[src/rtl/mem_sched_params.svh]
`ifndef MEM_SCHED_PARAMS_SVH
`define MEM_SCHED_PARAMS_SVH

// Address and byte offset width
`define MS_ADDR_W 32

// Loop counter width
`define MS_ITER_W 16

// Array width, also the default number of X reads per tile
`define MS_ARRAY_W 4

// Group index width in the gidx word
`define MS_GIDX_W 8

// Bytes per memory word and data-to-memory width ratio
`define MS_NUM_BYTE 4
`define MS_DATA_RATIO 4

// Byte jump between two column tiles of X
`define MS_JMP (`MS_NUM_BYTE * (`MS_DATA_RATIO - 1))

`endif

[src/rtl/mem_sched_pkg.sv]
`include "mem_sched_params.svh"

package mem_sched_pkg;

  // Byte address or byte offset
  typedef logic [`MS_ADDR_W-1:0] addr_t;

  // Loop iteration count
  typedef logic [`MS_ITER_W-1:0] iter_t;

  // Quantisation mode of the weights
  typedef enum logic [1:0] {
    QINT_2 = 2'd0,
    QINT_4 = 2'd1,
    QINT_8 = 2'd2
  } qmode_e;

  // Word carried on the group-index stream
  // Skip flag sits right above the index
  typedef struct packed {
    logic                  skip;
    logic [`MS_GIDX_W-1:0] idx;
  } gidx_word_t;

endpackage

[src/rtl/loop_cfg_if.sv]
`include "mem_sched_params.svh"

interface loop_cfg_if;

  mem_sched_pkg::iter_t cols_iters;
  mem_sched_pkg::iter_t rows_iters;
  mem_sched_pkg::iter_t w_iters;
  mem_sched_pkg::addr_t rows_offs;
  mem_sched_pkg::iter_t tot_x_read;

  // Reads on the last row, zero means a full tile
  logic [$clog2(`MS_ARRAY_W):0] leftover_rows;

  modport cfg (
    output cols_iters,
    output rows_iters,
    output w_iters,
    output rows_offs,
    output tot_x_read,
    output leftover_rows
  );

  modport walker (
    input cols_iters,
    input rows_iters,
    input w_iters,
    input rows_offs,
    input tot_x_read,
    input leftover_rows
  );

endinterface

[src/rtl/x_tile_walker.sv]
`include "mem_sched_params.svh"

module x_tile_walker #(
  parameter int unsigned ArrayW = `MS_ARRAY_W,
  localparam int unsigned LenW  = $clog2(ArrayW) + 1
) (
  input  logic                 clk_i,
  input  logic                 rst_ni,
  input  logic                 clear_i,
  input  logic                 x_done_i,
  loop_cfg_if.walker           cfg,
  output mem_sched_pkg::addr_t x_offs_o,
  output logic [LenW-1:0]      x_len_o,
  output logic                 x_reload_o
);

  mem_sched_pkg::iter_t cols_q;
  mem_sched_pkg::iter_t w_q;
  mem_sched_pkg::iter_t rows_q;
  mem_sched_pkg::iter_t tot_read_q;
  mem_sched_pkg::addr_t cols_offs_q;
  mem_sched_pkg::addr_t rows_offs_q;

  mem_sched_pkg::iter_t cols_max;
  mem_sched_pkg::iter_t w_max;
  mem_sched_pkg::iter_t rows_max;

  logic cols_last;
  logic w_last;
  logic rows_last;

  assign cols_max = cfg.cols_iters - 1'b1;
  assign w_max    = cfg.w_iters - 1'b1;
  assign rows_max = cfg.rows_iters - 1'b1;

  assign cols_last = (cols_q == cols_max);
  assign w_last    = (w_q == w_max);
  assign rows_last = (rows_q == rows_max);

  // Columns innermost, then W passes, then rows
  always_ff @(posedge clk_i or negedge rst_ni) begin
    if (!rst_ni) begin
      cols_q      <= '0;
      w_q         <= '0;
      rows_q      <= '0;
      tot_read_q  <= '0;
      cols_offs_q <= '0;
      rows_offs_q <= '0;
    end else if (clear_i) begin
      cols_q      <= '0;
      w_q         <= '0;
      rows_q      <= '0;
      tot_read_q  <= '0;
      cols_offs_q <= '0;
      rows_offs_q <= '0;
    end else if (x_done_i) begin
      tot_read_q <= tot_read_q + 1'b1;
      if (cols_last) begin
        cols_q      <= '0;
        cols_offs_q <= '0;
        w_q         <= w_last ? '0 : w_q + 1'b1;
        if (w_last) begin
          rows_q      <= rows_last ? '0 : rows_q + 1'b1;
          rows_offs_q <= rows_last ? '0 : rows_offs_q + cfg.rows_offs;
        end
      end else begin
        cols_q      <= cols_q + 1'b1;
        cols_offs_q <= cols_offs_q + mem_sched_pkg::addr_t'(`MS_JMP);
      end
    end
  end

  assign x_offs_o = rows_offs_q + cols_offs_q;

  // Short tile on the last row when leftovers are programmed
  assign x_len_o = (rows_last && (cfg.leftover_rows != '0)) ? cfg.leftover_rows
                                                            : LenW'(ArrayW);

  // Re-issue between the first and the last read
  assign x_reload_o = (tot_read_q != '0) && (tot_read_q != cfg.tot_x_read);

  a_cols_in_range : assert property (
    @(posedge clk_i) disable iff (!rst_ni)
    (cfg.cols_iters != '0) |-> (cols_q <= cols_max)
  ) else $error("x_tile_walker: column counter past cols_iters-1");

endmodule

[src/rtl/dequant_offset_gen.sv]
module dequant_offset_gen (
  input  mem_sched_pkg::qmode_e     qmode_i,
  input  mem_sched_pkg::addr_t      w_d0_stride_i,
  input  logic                      gidx_valid_i,
  input  mem_sched_pkg::gidx_word_t gidx_i,
  output logic                      gidx_ready_o,
  output logic                      offs_valid_o,
  input  logic                      offs_ready_i,
  output mem_sched_pkg::addr_t      scales_offs_o,
  output mem_sched_pkg::addr_t      zeros_offs_o,
  output logic                      group_skip_o,
  input  logic                      row_valid_i,
  input  mem_sched_pkg::iter_t      row_idx_i,
  output logic                      row_ready_o,
  output logic                      wq_valid_o,
  input  logic                      wq_ready_i,
  output mem_sched_pkg::addr_t      wq_offs_o,
  output logic [1:0]                q_shift_o
);

  logic [15:0] stride_lo;
  logic [15:0] stride_packed;

  // Fewer bits per weight means more weights per byte
  always_comb begin
    case (qmode_i)
      mem_sched_pkg::QINT_2: q_shift_o = 2'd3;
      mem_sched_pkg::QINT_4: q_shift_o = 2'd2;
      default:               q_shift_o = 2'd1;
    endcase
  end

  assign stride_lo     = w_d0_stride_i[15:0];
  assign stride_packed = stride_lo >> q_shift_o;

  // Group index path, scales and zeros share one handshake
  assign gidx_ready_o  = offs_ready_i;
  assign offs_valid_o  = gidx_valid_i && offs_ready_i;
  assign scales_offs_o = mem_sched_pkg::addr_t'(gidx_i.idx) *
                         mem_sched_pkg::addr_t'(stride_lo);
  assign zeros_offs_o  = mem_sched_pkg::addr_t'(gidx_i.idx) *
                         mem_sched_pkg::addr_t'(stride_packed);
  assign group_skip_o  = gidx_i.skip;

  // Row index path into the quantised weights
  assign row_ready_o = wq_ready_i;
  assign wq_valid_o  = row_valid_i && wq_ready_i;
  assign wq_offs_o   = mem_sched_pkg::addr_t'(row_idx_i) *
                       mem_sched_pkg::addr_t'(stride_packed);

endmodule

[src/rtl/stream_ctrl_builder.sv]
`include "mem_sched_params.svh"

module stream_ctrl_builder #(
  localparam int unsigned LenW = $clog2(`MS_ARRAY_W) + 1
) (
  input  mem_sched_pkg::addr_t x_addr_i,
  input  mem_sched_pkg::addr_t w_addr_i,
  input  mem_sched_pkg::addr_t scales_addr_i,
  input  mem_sched_pkg::addr_t w_d0_stride_i,
  input  logic                 dequant_en_i,
  input  logic                 first_load_i,
  input  logic                 x_ready_start_i,
  input  logic                 w_ready_start_i,
  input  logic                 wq_ready_start_i,
  input  mem_sched_pkg::addr_t x_offs_i,
  input  logic [LenW-1:0]      x_len_i,
  input  logic                 x_reload_i,
  input  logic [1:0]           q_shift_i,
  output mem_sched_pkg::addr_t x_base_addr_o,
  output mem_sched_pkg::addr_t w_base_addr_o,
  output mem_sched_pkg::addr_t w_stride_o,
  output mem_sched_pkg::addr_t wq_d2_stride_o,
  output logic [LenW-1:0]      x_tot_len_o,
  output logic                 x_req_start_o,
  output logic                 w_req_start_o,
  output logic                 wq_req_start_o,
  output logic                 ignore_bias_o
);

  // X descriptor
  assign x_base_addr_o = x_addr_i + x_offs_i;
  assign x_tot_len_o   = x_len_i;

  // W port loads the scales when dequantising
  always_comb begin
    if (dequant_en_i) begin
      w_base_addr_o = scales_addr_i;
      w_stride_o    = '0;
      ignore_bias_o = 1'b0;
    end else begin
      w_base_addr_o = w_addr_i;
      w_stride_o    = w_d0_stride_i;
      ignore_bias_o = 1'b1;
    end
  end

  // Packed weights advance by a fraction of the X jump
  assign wq_d2_stride_o = mem_sched_pkg::addr_t'(`MS_JMP) >> q_shift_i;

  // Start requests
  assign x_req_start_o  = (first_load_i || x_reload_i) && x_ready_start_i;
  assign w_req_start_o  = first_load_i && w_ready_start_i;
  assign wq_req_start_o = dequant_en_i && first_load_i && wq_ready_start_i;

endmodule

[src/rtl/mem_scheduler_top.sv]
`include "mem_sched_params.svh"

module mem_scheduler_top #(
  localparam int unsigned LenW = $clog2(`MS_ARRAY_W) + 1
) (
  input  logic                      clk_i,
  input  logic                      rst_ni,
  input  logic                      clear_i,
  input  logic                      x_done_i,
  input  mem_sched_pkg::iter_t      cols_iters_i,
  input  mem_sched_pkg::iter_t      rows_iters_i,
  input  mem_sched_pkg::iter_t      w_iters_i,
  input  mem_sched_pkg::addr_t      rows_offs_i,
  input  mem_sched_pkg::iter_t      tot_x_read_i,
  input  logic [LenW-1:0]           leftover_rows_i,
  input  mem_sched_pkg::addr_t      x_addr_i,
  input  mem_sched_pkg::addr_t      w_addr_i,
  input  mem_sched_pkg::addr_t      scales_addr_i,
  input  mem_sched_pkg::addr_t      w_d0_stride_i,
  input  logic                      dequant_en_i,
  input  logic                      first_load_i,
  input  logic                      x_ready_start_i,
  input  logic                      w_ready_start_i,
  input  logic                      wq_ready_start_i,
  input  mem_sched_pkg::qmode_e     qmode_i,
  input  logic                      gidx_valid_i,
  input  mem_sched_pkg::gidx_word_t gidx_i,
  output logic                      gidx_ready_o,
  output logic                      offs_valid_o,
  input  logic                      offs_ready_i,
  output mem_sched_pkg::addr_t      scales_offs_o,
  output mem_sched_pkg::addr_t      zeros_offs_o,
  output logic                      group_skip_o,
  input  logic                      row_valid_i,
  input  mem_sched_pkg::iter_t      row_idx_i,
  output logic                      row_ready_o,
  output logic                      wq_valid_o,
  input  logic                      wq_ready_i,
  output mem_sched_pkg::addr_t      wq_offs_o,
  output mem_sched_pkg::addr_t      x_base_addr_o,
  output mem_sched_pkg::addr_t      w_base_addr_o,
  output mem_sched_pkg::addr_t      w_stride_o,
  output mem_sched_pkg::addr_t      wq_d2_stride_o,
  output logic [LenW-1:0]           x_tot_len_o,
  output logic                      x_req_start_o,
  output logic                      w_req_start_o,
  output logic                      wq_req_start_o,
  output logic                      ignore_bias_o
);

  mem_sched_pkg::addr_t x_offs;
  logic [LenW-1:0]      x_len;
  logic                 x_reload;
  logic [1:0]           q_shift;

  loop_cfg_if loop_cfg ();

  assign loop_cfg.cols_iters    = cols_iters_i;
  assign loop_cfg.rows_iters    = rows_iters_i;
  assign loop_cfg.w_iters       = w_iters_i;
  assign loop_cfg.rows_offs     = rows_offs_i;
  assign loop_cfg.tot_x_read    = tot_x_read_i;
  assign loop_cfg.leftover_rows = leftover_rows_i;

  x_tile_walker #(
    .ArrayW (`MS_ARRAY_W)
  ) i_x_tile_walker (
    .clk_i      (clk_i),
    .rst_ni     (rst_ni),
    .clear_i    (clear_i),
    .x_done_i   (x_done_i),
    .cfg        (loop_cfg),
    .x_offs_o   (x_offs),
    .x_len_o    (x_len),
    .x_reload_o (x_reload)
  );

  dequant_offset_gen i_dequant_offset_gen (
    .qmode_i       (qmode_i),
    .w_d0_stride_i (w_d0_stride_i),
    .gidx_valid_i  (gidx_valid_i),
    .gidx_i        (gidx_i),
    .gidx_ready_o  (gidx_ready_o),
    .offs_valid_o  (offs_valid_o),
    .offs_ready_i  (offs_ready_i),
    .scales_offs_o (scales_offs_o),
    .zeros_offs_o  (zeros_offs_o),
    .group_skip_o  (group_skip_o),
    .row_valid_i   (row_valid_i),
    .row_idx_i     (row_idx_i),
    .row_ready_o   (row_ready_o),
    .wq_valid_o    (wq_valid_o),
    .wq_ready_i    (wq_ready_i),
    .wq_offs_o     (wq_offs_o),
    .q_shift_o     (q_shift)
  );

  stream_ctrl_builder i_stream_ctrl_builder (
    .x_addr_i         (x_addr_i),
    .w_addr_i         (w_addr_i),
    .scales_addr_i    (scales_addr_i),
    .w_d0_stride_i    (w_d0_stride_i),
    .dequant_en_i     (dequant_en_i),
    .first_load_i     (first_load_i),
    .x_ready_start_i  (x_ready_start_i),
    .w_ready_start_i  (w_ready_start_i),
    .wq_ready_start_i (wq_ready_start_i),
    .x_offs_i         (x_offs),
    .x_len_i          (x_len),
    .x_reload_i       (x_reload),
    .q_shift_i        (q_shift),
    .x_base_addr_o    (x_base_addr_o),
    .w_base_addr_o    (w_base_addr_o),
    .w_stride_o       (w_stride_o),
    .wq_d2_stride_o   (wq_d2_stride_o),
    .x_tot_len_o      (x_tot_len_o),
    .x_req_start_o    (x_req_start_o),
    .w_req_start_o    (w_req_start_o),
    .wq_req_start_o   (wq_req_start_o),
    .ignore_bias_o    (ignore_bias_o)
  );

endmodule

[config.mk]
export PLATFORM = sky130hd
export DESIGN_NAME = mem_scheduler_top
export DESIGN_NICKNAME = d
export VERILOG_FILES = /design/src/rtl/mem_sched_pkg.sv /design/src/rtl/loop_cfg_if.sv /design/src/rtl/x_tile_walker.sv /design/src/rtl/dequant_offset_gen.sv /design/src/rtl/stream_ctrl_builder.sv /design/src/rtl/mem_scheduler_top.sv
export VERILOG_INCLUDE_DIRS = /design/src /design/src/rtl
export SDC_FILE = /design/constraint.sdc
export NUM_CORES = 2
export LEC_CHECK = 0
export ABC_AREA = 1
export BUFFER_PORTS_ARGS = -buffer_cell sky130_fd_sc_hd__clkbuf_2
export CAP_MARGIN = 25
export CELL_PAD_IN_SITES_DETAIL_PLACEMENT = 0
export CELL_PAD_IN_SITES_GLOBAL_PLACEMENT = 2
export CORE_MARGIN = 2
export CORE_UTILIZATION = 29
export CTS_CLUSTER_DIAMETER = 80
export DETAILED_ROUTE_END_ITERATION = 7
export PLACE_DENSITY = 0.77
export SLEW_MARGIN = 10
export SYNTH_ARGS = -nofsm -noshare
export SYNTH_HDL_FRONTEND = slang
export SYNTH_HIERARCHICAL = 1
export SYNTH_SLANG_ARGS = --single-unit
[constraint.sdc]
create_clock -name clk_i -period 9.18 [get_ports clk_i]
set_input_delay 1.836 -clock clk_i [delete_from_list [all_inputs] [get_ports clk_i]]
set_output_delay 1.836 -clock clk_i [all_outputs]
set_load 0.01 [all_outputs]
==> qor.yml <==
outcome:
  status: "finished, final reports clean"
drt:
  wl_per_cell_um: 16.0
  antenna_left: 0
  finalWirelength_mm: 118
  remaining_drc_errors: 0
  wl_met3_mm: 5.62
  drtIter0Drc: 1745
  vias_per_cell: 4.50
  top_layer: "met5"
  m1WireLength_mm: 54.3
  vias: 33000
  dr.pass1.iters: 5
  met2_length_mm: 55.4
clock_network:
  cts_num_sinks: 126
  hold_buffers: 0
  htreeDepth: 4
  cts_root_buf: "clkbuf_16"
  cts_tree: "done"
  path_clk_slew_ns: 0.06
  clk_latency_ns: 0.45
  clock_path_buffers: 2
  cts_buffers: 17
worst_setup_path:
  cp.arrival_ns: 7.23
  critPathMostFrequentCell: "fa_1"
  rr_worst_depth: 15
  crit_cells: 27
  r2r_slack_ns: 6.54
  setup.worst_path.start: "qmode_i[0]"
  startpoint_type: "primary input"
  regToRegEndpoint: "i_x_tile_walker/rows_offs_q[20]$_DFFE_PN0P_"
  slowest_delay_ns: 0.58
  crit_family: "adder cells"
  worstPathRequired_ns: 7.34
  worst_setup_path_end_kind: "output port"
  worstSetupPathType: "primary input to output port"
  cp_num_buf_inv: 8
  crit_path_end: "wq_offs_o[30]"
  crit_fanout: 5
  cp_slowest_cell: "fa_2"
  reg2reg_from: "i_x_tile_walker/rows_offs_q[0]$_DFFE_PN0P_"
floorplan:
  die_x_um: 345
  io_pins: 503
  initial_utilization_pct: 29.1
  rows: 125
  die_area_um2: 119000
  core_area_um2: 116000
  die_h_um: 345
layout:
  final_nets: 6716
  final-seq-area_um2: 3150
  syn2layout_area_growth_pct: 19.3
  layout-drive-gt1-share_pct: 15.8
  final_util_pct: 34.7
  multi_input_area_um2: 26500
  design_area_um2: 40200
  fillers: 13000
power_and_ir_drop:
  power_mw: 17.9
  ir_drop_mv: 0.791
  p_per_area_nw_per_um2: 445
  p_leak_nw: 22.9
global_route:
  grt_usage_pct: 19.6
  grt_antenna_before_repair: 27
  grt_pass1_vias: 32600
  grt_max_degree: 69
  grt_pass1_wl_mm: 182
  grt.overflow.total: 0
timing:
  min_period_ns: 9.07
  rsz0062_at_grt: "yes"
  timing.final.max_slew_violations: 0
  clock_skew_ns: 0.0190
  max_slew.worst_pin.slew_ns: 0.912
  relSlewSlack_pct: 39.2
  finalHoldViolations: 0
  fin_hold_ws_ns: 0.548
  fmax_ghz: 0.110
  setup_viol: 0
  post-route-period-util_pct: 98.8
placement:
  gp_congestion: 0.875
  portBuffers: 456
  hpwl_mm: 102
  place_area_um2: 38500
yosys:
  yosysTopAreaCellShare_pct: 21.6
  synth_ff_type: "dfrtp_1"
  ys_seq_area_share_pct: 9.36
  yosysUniqueCellTypes: 60
  ys_seq_elements: 126
  netlist_area_um2: 33700
  synth_top_area_cell: "fa_1"
  synth_enable_flop_cells: 0
  synth_area_per_cell_um2: 6.45
  yosys-top-cells-area: "fa_1 (22%), nand2_1 (19%), inv_1 (11%)"
  synth_common_cells: "nand2_1 (1691), inv_1 (1025), nor2_1 (542)"
  syn_inst: 5229
  synth.most_common_cell: "nand2_1"
  synth-async-reset-ratio_pct: 100
  yosysWarningCount: 6
run:
  maxCapViolations: 0
min_path:
  hold_path.class: "register to register"
==> cell usage in the layout, fill, tap and decap left out, types with 131 or more instances in the layout <==
cell and count:
buf_4 174, fa_1 355, xor2_1 131, clkbuf_2 440
inv_1 1008, a21oi_1 145, nand3_1 202, nor2_1 516
ha_1 273, nand2_1 1646
==> state kept, by name (all words and copies together), names as in the netlist <==
| signal | cells |
|---|---|
| i_x_tile_walker/cols_q | 16 |
| i_x_tile_walker/cols_offs_q | 30 |
| i_x_tile_walker/rows_offs_q | 32 |
| i_x_tile_walker/tot_read_q | 16 |
| i_x_tile_walker/rows_q | 16 |
| i_x_tile_walker/w_q | 16 |
==> per-layer routing <==
metal  GRT usage, %  vias to the layer above
li1               -                    16800
met1           26.6                    15400
met2           33.1                      694
met3           2.36                      111
met4           4.56                       20
met5              0                        -
==> timing repair <==
action,in CTS,in global routing
pin swaps,12,105
buffers inserted,10,16
hold endpoints to repair,0,0
setup endpoints to repair,21,23
gates cloned,2,1
gates resized for setup,51,171
==> where the power goes <==
group	switching [mW]	leakage, nW	internal [mW]
clock network	0.306	0.293	0.436
logic	9.59	20.9	6.82
registers	0.108	1.72	0.618
total	10.0	22.9	7.88
==> through the flow <==
| step | std cells | worst slack (ns) | setup TNS [ns] |
|---|---|---|---|
| CTS | 7312 | 0.00604 | 0 |
| global route | 7337 | -0.0543 | -0.262 |
| finish | 7340 | 0.110 | 0 |
| floorplan | 5294 | 0.244 | 0 |
| global placement | 7267 | -0.174 | -1.77 |
| detailed placement | 7268 | -0.227 | -3.01 |
==> cell type report <==
| class | instances | area share, % |
|---|---|---|
| antenna | 11 | 0.0685 |
| clock buffer | 17 | 1.06 |
| clock inverter | 15 | 0.492 |
| inverter | 1044 | 9.84 |
| multi-input combinational | 3947 | 65.9 |
| sequential | 126 | 7.84 |
| tap | 1524 | 4.74 |
| timing repair buffer | 655 | 10.0 |
| timing repair inverter | 1 | 0.0187 |
==> kinds of logic (layout without fill, tap and decap cells) <==
kind of cell | after synthesis | after routing | synth area share [%]
AO/OA/AOI/OAI | 309 | 310 | 5.17
XOR/XNOR | 199 | 199 | 5.17
adder cells (fa/ha/maj) | 657 | 657 | 32.5
buffers and inverters | 1222 | 1732 | 14.8
flip-flops | 126 | 126 | 9.36
multiplexers | 2 | 2 | 0.0594
other | 3 | 79 | 0.0334
AND/OR/NAND/NOR | 2711 | 2711 | 32.9
==> worst reg2reg max path: cells and delay by family (launching register included) <==
| kind | cells | cell delay (ns) |
|---|---|---|
| fa+ha+maj | 2 | 0.72 |
| flops | 1 | 0.51 |
| simple gates | 13 | 1.35 |
==> how the worst min path moves through the flow <==
stage | from | end | slack, ns | depth (start not counted)
after global routing | i_x_tile_walker/rows_offs_q[24]$_DFFE_PN0P_ | i_x_tile_walker/rows_offs_q[24]$_DFFE_PN0P_ | 0.58 | 2
after global placement | i_x_tile_walker/rows_offs_q[24]$_DFFE_PN0P_ | i_x_tile_walker/rows_offs_q[24]$_DFFE_PN0P_ | 0.53 | 2
final | i_x_tile_walker/rows_offs_q[24]$_DFFE_PN0P_ | i_x_tile_walker/rows_offs_q[24]$_DFFE_PN0P_ | 0.55 | 2
after floorplan | i_x_tile_walker/rows_offs_q[0]$_DFFE_PN0P_ | i_x_tile_walker/rows_offs_q[0]$_DFFE_PN0P_ | 0.48 | 2
after detailed placement | i_x_tile_walker/rows_offs_q[24]$_DFFE_PN0P_ | i_x_tile_walker/rows_offs_q[24]$_DFFE_PN0P_ | 0.54 | 2
after CTS | i_x_tile_walker/rows_offs_q[24]$_DFFE_PN0P_ | i_x_tile_walker/rows_offs_q[24]$_DFFE_PN0P_ | 0.55 | 2
No activity file was read; power rests on OpenSTA's default activity.
